<file path="src/rtl/rvv_dispatch_pkg.sv">
/*
 * shared sizes and uop views for the rvv dispatch RAW hazard logic
 * imported by every dispatch module; the testbench uses the same types
 */
`default_nettype none

package rvv_dispatch_pkg;

    // register file shape
    localparam int vreg_num   = 32;
    localparam int vreg_idx_w = $clog2(vreg_num); // 5 bits
    localparam logic [vreg_idx_w-1:0] v0_index = '0; // mask register

    // dispatch shape
    localparam int dispatch_width = 2; // head slots looked at per cycle
    localparam int exe_depth      = 3; // bypass only from the last stage

    // one entry at the head of the uop queue
    typedef struct packed {
        logic                  valid;
        logic [vreg_idx_w-1:0] vs1_index;
        logic                  vs1_valid;
        logic [vreg_idx_w-1:0] vs2_index;
        logic                  vs2_valid;
        logic [vreg_idx_w-1:0] vd_index;
        logic                  vs3_valid; // vd also read (store, madd)
        logic                  vm;        // 0 -> v0 read as mask
        logic                  vd_we;     // uop writes vd
    } dispatch_uop_t;

    // sources of a successor uop
    typedef struct packed {
        logic [vreg_idx_w-1:0] vs1_index;
        logic                  vs1_valid;
        logic [vreg_idx_w-1:0] vs2_index;
        logic                  vs2_valid;
        logic [vreg_idx_w-1:0] vd_index;
        logic                  vs3_valid;
        logic                  vm;
    } suc_uop_raw_t;

    // destination of a predecessor uop
    typedef struct packed {
        logic                  valid;
        logic [vreg_idx_w-1:0] w_index;
        logic                  w_valid; // result ready for bypass
    } pre_uop_raw_t;

    // per source class wait flags
    typedef struct packed {
        logic vs1_wait;
        logic vs2_wait;
        logic vd_wait;
        logic v0_wait;
    } raw_uop_uop_t;

endpackage

`default_nettype wire

</file>
<file path="src/rtl/rvv_dispatch_raw_uop_uop.sv">
/*
 * RAW check of one successor uop against preuop_num predecessor writes
 * purely combinational, one wait bit per source class out
 */
`default_nettype none

module rvv_dispatch_raw_uop_uop #(
    parameter int preuop_num = 1
) (
    output rvv_dispatch_pkg::raw_uop_uop_t                  raw_uop_uop,
    input  rvv_dispatch_pkg::suc_uop_raw_t                  suc_uop,
    input  rvv_dispatch_pkg::pre_uop_raw_t [preuop_num-1:0] pre_uop
);

    import rvv_dispatch_pkg::*;

    logic [preuop_num-1:0] vs1_hit; // index match on a source that is read
    logic [preuop_num-1:0] vs2_hit;
    logic [preuop_num-1:0] vd_hit;
    logic [preuop_num-1:0] v0_hit;
    logic [preuop_num-1:0] pending; // write not yet bypassable

    genvar i;
    generate
        for (i = 0; i < preuop_num; i++) begin : gen_pre
            // only live writes that cannot be forwarded yet
            assign pending[i] = pre_uop[i].valid & ~pre_uop[i].w_valid;

            assign vs1_hit[i] = suc_uop.vs1_valid &
                                (suc_uop.vs1_index == pre_uop[i].w_index);
            assign vs2_hit[i] = suc_uop.vs2_valid &
                                (suc_uop.vs2_index == pre_uop[i].w_index);
            assign vd_hit[i]  = suc_uop.vs3_valid &
                                (suc_uop.vd_index == pre_uop[i].w_index);
            // masked op reads v0 implicitly
            assign v0_hit[i]  = ~suc_uop.vm & (v0_index == pre_uop[i].w_index);
        end
    endgenerate

    // any pending predecessor hit stalls that source
    assign raw_uop_uop.vs1_wait = |(vs1_hit & pending);
    assign raw_uop_uop.vs2_wait = |(vs2_hit & pending);
    assign raw_uop_uop.vd_wait  = |(vd_hit & pending);
    assign raw_uop_uop.v0_wait  = |(v0_hit & pending);

endmodule

`default_nettype wire

</file>
<file path="src/rtl/rvv_dispatch_inflight.sv">
/*
 * tracks vd writes of dispatched uops through the fixed execute pipeline
 * one shift lane per dispatch slot, last stage flagged as bypassable
 */
`default_nettype none

module rvv_dispatch_inflight (
    input  logic                                         clk,
    input  logic                                         arst_n,
    input  rvv_dispatch_pkg::pre_uop_raw_t
               [rvv_dispatch_pkg::dispatch_width-1:0]    issue,
    output rvv_dispatch_pkg::pre_uop_raw_t
               [rvv_dispatch_pkg::dispatch_width*rvv_dispatch_pkg::exe_depth-1:0] pre_uop
);

    import rvv_dispatch_pkg::*;

    // stage 0 here is execute stage 1
    logic [exe_depth-1:0][dispatch_width-1:0]                 stage_valid;
    logic [exe_depth-1:0][dispatch_width-1:0][vreg_idx_w-1:0] stage_index;

    // valid bits
    always_ff @(posedge clk or negedge arst_n) begin
        if (!arst_n) begin
            stage_valid <= '0; // pipe empty
        end else begin
            for (int l = 0; l < dispatch_width; l++) begin
                stage_valid[0][l] <= issue[l].valid;
            end
            for (int s = 1; s < exe_depth; s++) begin
                stage_valid[s] <= stage_valid[s-1]; // advance one stage
            end
        end
    end

    // write indices follow the valids
    always_ff @(posedge clk) begin
        for (int l = 0; l < dispatch_width; l++) begin
            stage_index[0][l] <= issue[l].w_index;
        end
        for (int s = 1; s < exe_depth; s++) begin
            stage_index[s] <= stage_index[s-1];
        end
    end

    // flatten stage by stage, lane inside stage
    always_comb begin
        for (int s = 0; s < exe_depth; s++) begin
            for (int l = 0; l < dispatch_width; l++) begin
                pre_uop[s*dispatch_width+l].valid   = stage_valid[s][l];
                pre_uop[s*dispatch_width+l].w_index = stage_index[s][l];
                // result forwarded from final stage
                pre_uop[s*dispatch_width+l].w_valid = (s == exe_depth - 1);
            end
        end
    end

endmodule

`default_nettype wire

</file>
<file path="src/rtl/rvv_dispatch_ctrl.sv">
/*
 * in-order dispatch decision for the two oldest queue uops
 * checks each slot against in-flight writes, slot 1 also against slot 0
 */
`default_nettype none

module rvv_dispatch_ctrl (
    input  rvv_dispatch_pkg::dispatch_uop_t
               [rvv_dispatch_pkg::dispatch_width-1:0]    uop,
    input  rvv_dispatch_pkg::pre_uop_raw_t
               [rvv_dispatch_pkg::dispatch_width*rvv_dispatch_pkg::exe_depth-1:0] pre_uop,
    output logic [rvv_dispatch_pkg::dispatch_width-1:0]  ack,
    output rvv_dispatch_pkg::pre_uop_raw_t
               [rvv_dispatch_pkg::dispatch_width-1:0]    issue
);

    import rvv_dispatch_pkg::*;

    suc_uop_raw_t [dispatch_width-1:0] suc_uop; // source view per slot
    pre_uop_raw_t                      pair_pre; // slot 0 as writer for slot 1

    raw_uop_uop_t raw_slot0;   // slot 0 vs in flight
    raw_uop_uop_t raw_slot1;   // slot 1 vs in flight
    raw_uop_uop_t raw_pair;    // slot 1 vs slot 0

    // strip queue entries down to their sources
    always_comb begin
        for (int i = 0; i < dispatch_width; i++) begin
            suc_uop[i].vs1_index = uop[i].vs1_index;
            suc_uop[i].vs1_valid = uop[i].vs1_valid;
            suc_uop[i].vs2_index = uop[i].vs2_index;
            suc_uop[i].vs2_valid = uop[i].vs2_valid;
            suc_uop[i].vd_index  = uop[i].vd_index;
            suc_uop[i].vs3_valid = uop[i].vs3_valid;
            suc_uop[i].vm        = uop[i].vm;
        end
    end

    // slot 0 result is never ready in the same cycle
    assign pair_pre.valid   = uop[0].valid & uop[0].vd_we;
    assign pair_pre.w_index = uop[0].vd_index;
    assign pair_pre.w_valid = 1'b0;

    rvv_dispatch_raw_uop_uop #(
        .preuop_num (dispatch_width * exe_depth)
    ) u_raw_slot0 (
        .raw_uop_uop (raw_slot0),
        .suc_uop     (suc_uop[0]),
        .pre_uop     (pre_uop)
    );

    rvv_dispatch_raw_uop_uop #(
        .preuop_num (dispatch_width * exe_depth)
    ) u_raw_slot1 (
        .raw_uop_uop (raw_slot1),
        .suc_uop     (suc_uop[1]),
        .pre_uop     (pre_uop)
    );

    rvv_dispatch_raw_uop_uop #(
        .preuop_num (1)
    ) u_raw_pair (
        .raw_uop_uop (raw_pair),
        .suc_uop     (suc_uop[1]),
        .pre_uop     (pair_pre)
    );

    // strictly in order, slot 1 needs slot 0 to go
    assign ack[0] = uop[0].valid & ~(|raw_slot0);
    assign ack[1] = uop[1].valid & ack[0] & ~(|raw_slot1) & ~(|raw_pair);

    // only acked writers enter the tracker
    always_comb begin
        for (int i = 0; i < dispatch_width; i++) begin
            issue[i].valid   = ack[i] & uop[i].vd_we;
            issue[i].w_index = uop[i].vd_index;
            issue[i].w_valid = 1'b0; // fresh uop, nothing to forward
        end
    end

endmodule

`default_nettype wire

</file>
<file path="src/rtl/rvv_dispatch.sv">
/*
 * RAW hazard dispatch stage top, queue head in, ack strobes and issues out
 * ack and issue are combinational from uop and the in-flight state
 */
`default_nettype none

module rvv_dispatch (
    input  logic                                         clk,
    input  logic                                         arst_n,
    input  rvv_dispatch_pkg::dispatch_uop_t
               [rvv_dispatch_pkg::dispatch_width-1:0]    uop,
    output logic [rvv_dispatch_pkg::dispatch_width-1:0]  ack,
    output rvv_dispatch_pkg::pre_uop_raw_t
               [rvv_dispatch_pkg::dispatch_width-1:0]    issue
);

    import rvv_dispatch_pkg::*;

    // execute pipe writes seen by the hazard check
    pre_uop_raw_t [dispatch_width*exe_depth-1:0] pre_uop;

    rvv_dispatch_ctrl u_ctrl (
        .uop     (uop),
        .pre_uop (pre_uop),
        .ack     (ack),
        .issue   (issue)
    );

    rvv_dispatch_inflight u_inflight (
        .clk     (clk),
        .arst_n  (arst_n),
        .issue   (issue),  // acked writers enter stage 1
        .pre_uop (pre_uop)
    );

endmodule

`default_nettype wire

</file>
<file path="config.mk">
export PLATFORM = sky130hd
export DESIGN_NAME = rvv_dispatch
export DESIGN_NICKNAME = d
export VERILOG_FILES = /design/src/rtl/rvv_dispatch_pkg.sv /design/src/rtl/rvv_dispatch_raw_uop_uop.sv /design/src/rtl/rvv_dispatch_inflight.sv /design/src/rtl/rvv_dispatch_ctrl.sv /design/src/rtl/rvv_dispatch.sv
export SDC_FILE = /design/constraint.sdc
export NUM_CORES = 1
export LEC_CHECK = 0
export BUFFER_PORTS_ARGS = -buffer_cell sky130_fd_sc_hd__buf_2
export CORE_UTILIZATION = 53
export CTS_CLUSTER_DIAMETER = 120
export DETAILED_ROUTE_END_ITERATION = 8
export GPL_ROUTABILITY_DRIVEN = 1
export GPL_TIMING_DRIVEN = 0
export PLACE_DENSITY = 0.86
export SETUP_SLACK_MARGIN = 0.1
export SKIP_CTS_REPAIR_TIMING = 1
export SLEW_MARGIN = 15
export SYNTH_ARGS = -nofsm -noshare
export SYNTH_HDL_FRONTEND = slang
export SYNTH_SLANG_ARGS = --single-unit
</file>
<file path="constraint.sdc">
create_clock -name clk -period 2.1 [get_ports clk]
set_input_delay 0 -clock clk [delete_from_list [all_inputs] [get_ports clk]]
set_output_delay 0 -clock clk [all_outputs]
set_load 0.03 [all_outputs]
</file>
* Word-level counts from Yosys, hierarchy flattened
Cells that the tools add are included. Widths: inputs -> output; s select.
Operators by class: bitwise operators 76, eq/ne operators 39, reductions and logical operators 10
Operators by type and width (number):
- $eq 5x5->1 | 39
- $and 1x1->1 | 63
- $and 6x4->6 | 8
- $reduce_or 24->1 | 2
- $logic_not 5->1 | 7
- $not 1->1 | 5
- $reduce_or 4->1 | 1
Storage, ports and cells: word-level logic and storage cells 133, output and inout port bits 16, register bits 34, input bits 44

* Logic depth before layout (Yosys ltp)
word-level depth 10, mapped depth 7, mapped depth without buffers 6

* Cells and area by module
A second synthesis with hierarchy kept.
Unflattened totals: cell total of the unflattened synthesis 438, area total of the unflattened synthesis 3689.8 um^2
Modules (own cells, without submodules):
- rvv_dispatch_raw_uop_uop (u_ctrl.u_raw_slot0 ...) | seq. area each 0.0 um^2, cells an instance 172, instances 2, area an instance 1260.0 um^2
- rvv_dispatch_inflight | seq. area each 750.7 um^2, cells an instance 44, instances 1, area an instance 803.3 um^2
- rvv_dispatch_raw_uop_uop (u_ctrl.u_raw_pair) | seq. area each 0.0 um^2, cells an instance 28, instances 1, area an instance 198.9 um^2
- rvv_dispatch_ctrl | seq. area each 0.0 um^2, cells an instance 22, instances 1, area an instance 167.7 um^2

* Least setup slack after synthesis
OpenSTA, ideal clock, no wires.
path type register to register, start register u_inflight.stage_valid (netlist bit u_inflight.pre_uop[6]), end register u_inflight.stage_valid (netlist bit u_inflight.pre_uop[13]), path buffers 0, setup slack -0.071 ns, data arrival time 1.976 ns, library setup time 0.195 ns, clock period less this slack 2.171 ns, required time 1.905 ns, cell stages (with the launch flop) 7, cell sequence dfrtp_1 nor4b_1 a22oi_1 and3_1 o21ai_0 a2111o_1 nor4_2
RTL lines:
- start: declaration | RTL line rvv_dispatch_inflight.sv:19 | logic [exe_depth-1:0][dispatch_width-1:0] stage_valid;
- start signal: indexed assignment | RTL line rvv_dispatch_inflight.sv:28 | stage_valid[0][l] <= issue[l].valid;
- start signal: indexed assignment | RTL line rvv_dispatch_inflight.sv:31 | stage_valid[s] <= stage_valid[s-1];

* Worst setup path in the final report
start register u_inflight.stage_valid (netlist bit u_inflight.pre_uop[13]), end output ack[1] (netlist bit)
Between the ends: cells in the longest elaborated chain, start to end 7, elaborated cells on any way between the ends 16, those cells by class bitwise (14); reduce/logical (2)
RTL lines:
- $and 6x4->6 (on tied branches)
- $reduce_or 24->1 | RTL line rvv_dispatch_ctrl.sv:69 | assign ack[0] = uop[0].valid & ~(|raw_slot0);
- $not 1->1 | RTL line rvv_dispatch_ctrl.sv:69
- $and 1x1->1 | RTL line rvv_dispatch_ctrl.sv:69
- $and 1x1->1 | RTL line rvv_dispatch_ctrl.sv:70 | assign ack[1] = uop[1].valid & ack[0] & ~(|raw_slot1) & ~(|raw_pair);
- $and 1x1->1 * (2 in a row) | RTL line rvv_dispatch_ctrl.sv:70
- end: declaration | RTL line rvv_dispatch.sv:12 | output logic [rvv_dispatch_pkg::dispatch_width-1:0] ack,
Mark *: on every way between the ends. The rest lies on a longest branch, timed or not.

==> metrics.yaml <==
cells_and_area:
  fillers: 325
  final_cell_mix: "xor2_1 (104), buf_2 (56), buf_4 (51), xnor2_1 (27), nand3_1 (26)"
  layout.nets: 439
  syn2layout_area_growth_pct: 35.6
  final_common_cell: "xor2_1"
  stdcell_area_um2: 3530
  multi_input_area_um2: 1820
  ff_latch_area_um2: 510
  num_antenna_cells: 0
  largest_reg_flops: 24
  drive_above_1_share_pct: 39.6
route:
  dr.pass1.iters: 5
  drt-initial-drc-count: 301
  viasPerCell: 5.91
  ant_nets: 0
  wl_per_cell_um: 19.5
  drc_errors: 0
  met3_length_um: 924
  wl_met1_um: 3200
  highest_layer: "met4"
  wl_um: 8970
  wl_met2_um: 4190
  vias: 2726
synthesis:
  netlist_top_cells_area: "xor2_1 (35%), dfxtp_1 (15%), xnor2_1 (9.1%)"
  yosysUniqueCellTypes: 31
  synth_seq_area_share_pct: 19.2
  synth_area_leader_cell: "xor2_1"
  synth-edff-count: 0
  syn-cell-area_um2: 2610
  synth_top_area_share_pct: 35.3
  synth_seq_cells: 24
  async_flop_share_pct: 16.7
  yosysWarnings: 0
  postSynthAreaPerCell_um2: 8.66
  synth_ff_type: "dfxtp_1"
  syn_inst: 301
floorplan:
  die_h_um: 72.1
  dieWidth_um: 72.1
  initial_core_util_pct: 55.2
  io_pins: 60
  rows: 25
  dieArea_um2: 5200
  core_um2: 4720
worst_setup_path:
  crit_path_end_kind: "output port"
  worstReg2RegStart: "u_inflight.pre_uop[5]"
  cp-start-kind: "flip-flop"
  regToRegSetupSlack_ns: 0.15
  cp_max_fo: 6
  required_ns: 2.10
  critical_path_arrival_ns: 2.35
  worstReg2RegEnd: "u_inflight.pre_uop[13]"
  crit_type: "flip-flop to output port"
  reg2regPathDepth: 8
outcome:
  status: "finished with violations"
  violations: "negative setup slack"
power_and_ir_drop:
  peakVddDrop_mv: 0.428
  fin_total_pwr_uw: 1570
  p_leak_uw: 0.00157
  power.density_nw_per_um2: 443
hold_path:
  min_from: "uop[21]"
  worstHoldPathCells: 3
  min_to: "u_inflight.pre_uop[13]"
  hold_path.class: "primary input to flip-flop"
global_route:
  grt_pass1_wl_um: 10500
  grt_pass1_vias: 2178
  overflow: 0
  gr-usage-all-layers_pct: 26.4
  grt_max_degree: 15
  antenna_found_initial: 0
clock_network:
  cts_max_level: 1
  clock-root-buffer: "clkbuf_8"
  clockBufferDepth: 2
  numCtsBuffers: 3
  clkTransAtPathRegs_ns: 0.09
  insertion_delay_ns: 0.26
  cts_sinks: 24
  cts_tree: "built"
job:
  maxCapViolCount: 0
timing:
  post-route-period-util_pct: 112
  fmax_ghz: 0.425
  hold_viol: 0
  drv_slew: 0
  setup_violations: 4
  fin_crit_ns: 2.35
  fin_worst_skew_ns: 0.00390
  rsz0062_at_grt: "true"
  fin_ws_ns: -0.252
  whs_ns: 0.0182
placement:
  dpl.hpwl_um: 5030
  place.gp.congestion: 0.940
  placed_area_um2: 2930
  io_buffer_count: 45
==> routing by layer <==
metal / up-vias / GRT usage [%]
met1: 1260 / 34.4
met4: 0 / 10.5
li1: 1163 / -
met2: 224 / 43.5
met5: - / 0
met3: 79 / 4.31
==> cells in the mapped netlist (2+ instances only) <==
cell type,count
nor4_1,29
nor2_1,3
dfrtp_1,4
dfxtp_1,20
clkbuf_1,2
buf_4,31
xor2_1,105
buf_6,4
nor3_1,2
o21ai_0,2
nand4_1,4
nand2_1,2
inv_1,3
buf_2,17
xor2_2,3
nor4b_1,2
nand3b_1,2
nand3_1,26
xnor2_1,27
a31oi_1,2
==> logic make-up (layout without fill, tap and decap cells) <==
logic type / count (synthesis) / in the layout / synth area share, %
compound gates: 10 / 10 / 2.93
xor+xnor: 135 / 135 / 46.2
simple gates: 74 / 74 / 16.9
buf+inv: 57 / 149 / 14.6
flops: 24 / 24 / 19.2
other cells: 1 / 2 / 0.144
==> where the power goes <==
group	total [uW]	switching, uW	internal [uW]	leakage [uW]
logic	661	360	301	0.00131
clock network	400	145	255	0.0000357
registers	505	22.4	482	0.000219
total	1570	527	1040	0.00157
==> layout make-up <==
class | count | area share (%)
Clock buffer | 3 | 1.17
Tap cell | 67 | 2.37
Clock inverter | 1 | 0.850
Buffer | 54 | 12.3
Multi-Input combinational cell | 221 | 51.6
Timing Repair Buffer | 88 | 17.0
Inverter | 3 | 0.319
Sequential cell | 24 | 14.4
==> worst max-delay path by stage <==
stage | from | slack, ns | to
global placement | u_inflight.pre_uop[6] | 0.08 | issue[13]
detailed placement | u_inflight.pre_uop[10] | 0.09 | issue[13]
global route | u_inflight.pre_uop[13] | -0.34 | ack[1]
finish | u_inflight.pre_uop[13] | -0.25 | ack[1]
floorplan | u_inflight.pre_uop[6] | 0.12 | u_inflight.pre_uop[13]
CTS | u_inflight.pre_uop[6] | -0.21 | issue[13]
==> through the flow <==
step           cells  TNS, ns  utilization, %  setup slack, ns
5_1_grt          461   -0.821            74.8           -0.343
6_report         461   -0.574            74.8           -0.252
2_1_floorplan    302        0               -            0.119
3_5_place_dp     414        0            62.1           0.0868
3_3_place_gp     414        0            62.1           0.0846
4_1_cts          418   -0.380            63.6           -0.209
==> worst max-delay path, cell delays in order (launching register included) <==
cell	delay (ns)
dfrtp_2	0.49
nor4b_4	0.17
a22oi_1	0.14
and3_4	0.22
o21ai_1	0.08
a2111o_1	0.46
nor4b_2	0.32
buf_4	0.21
No activity file was read; power rests on OpenSTA's default activity.
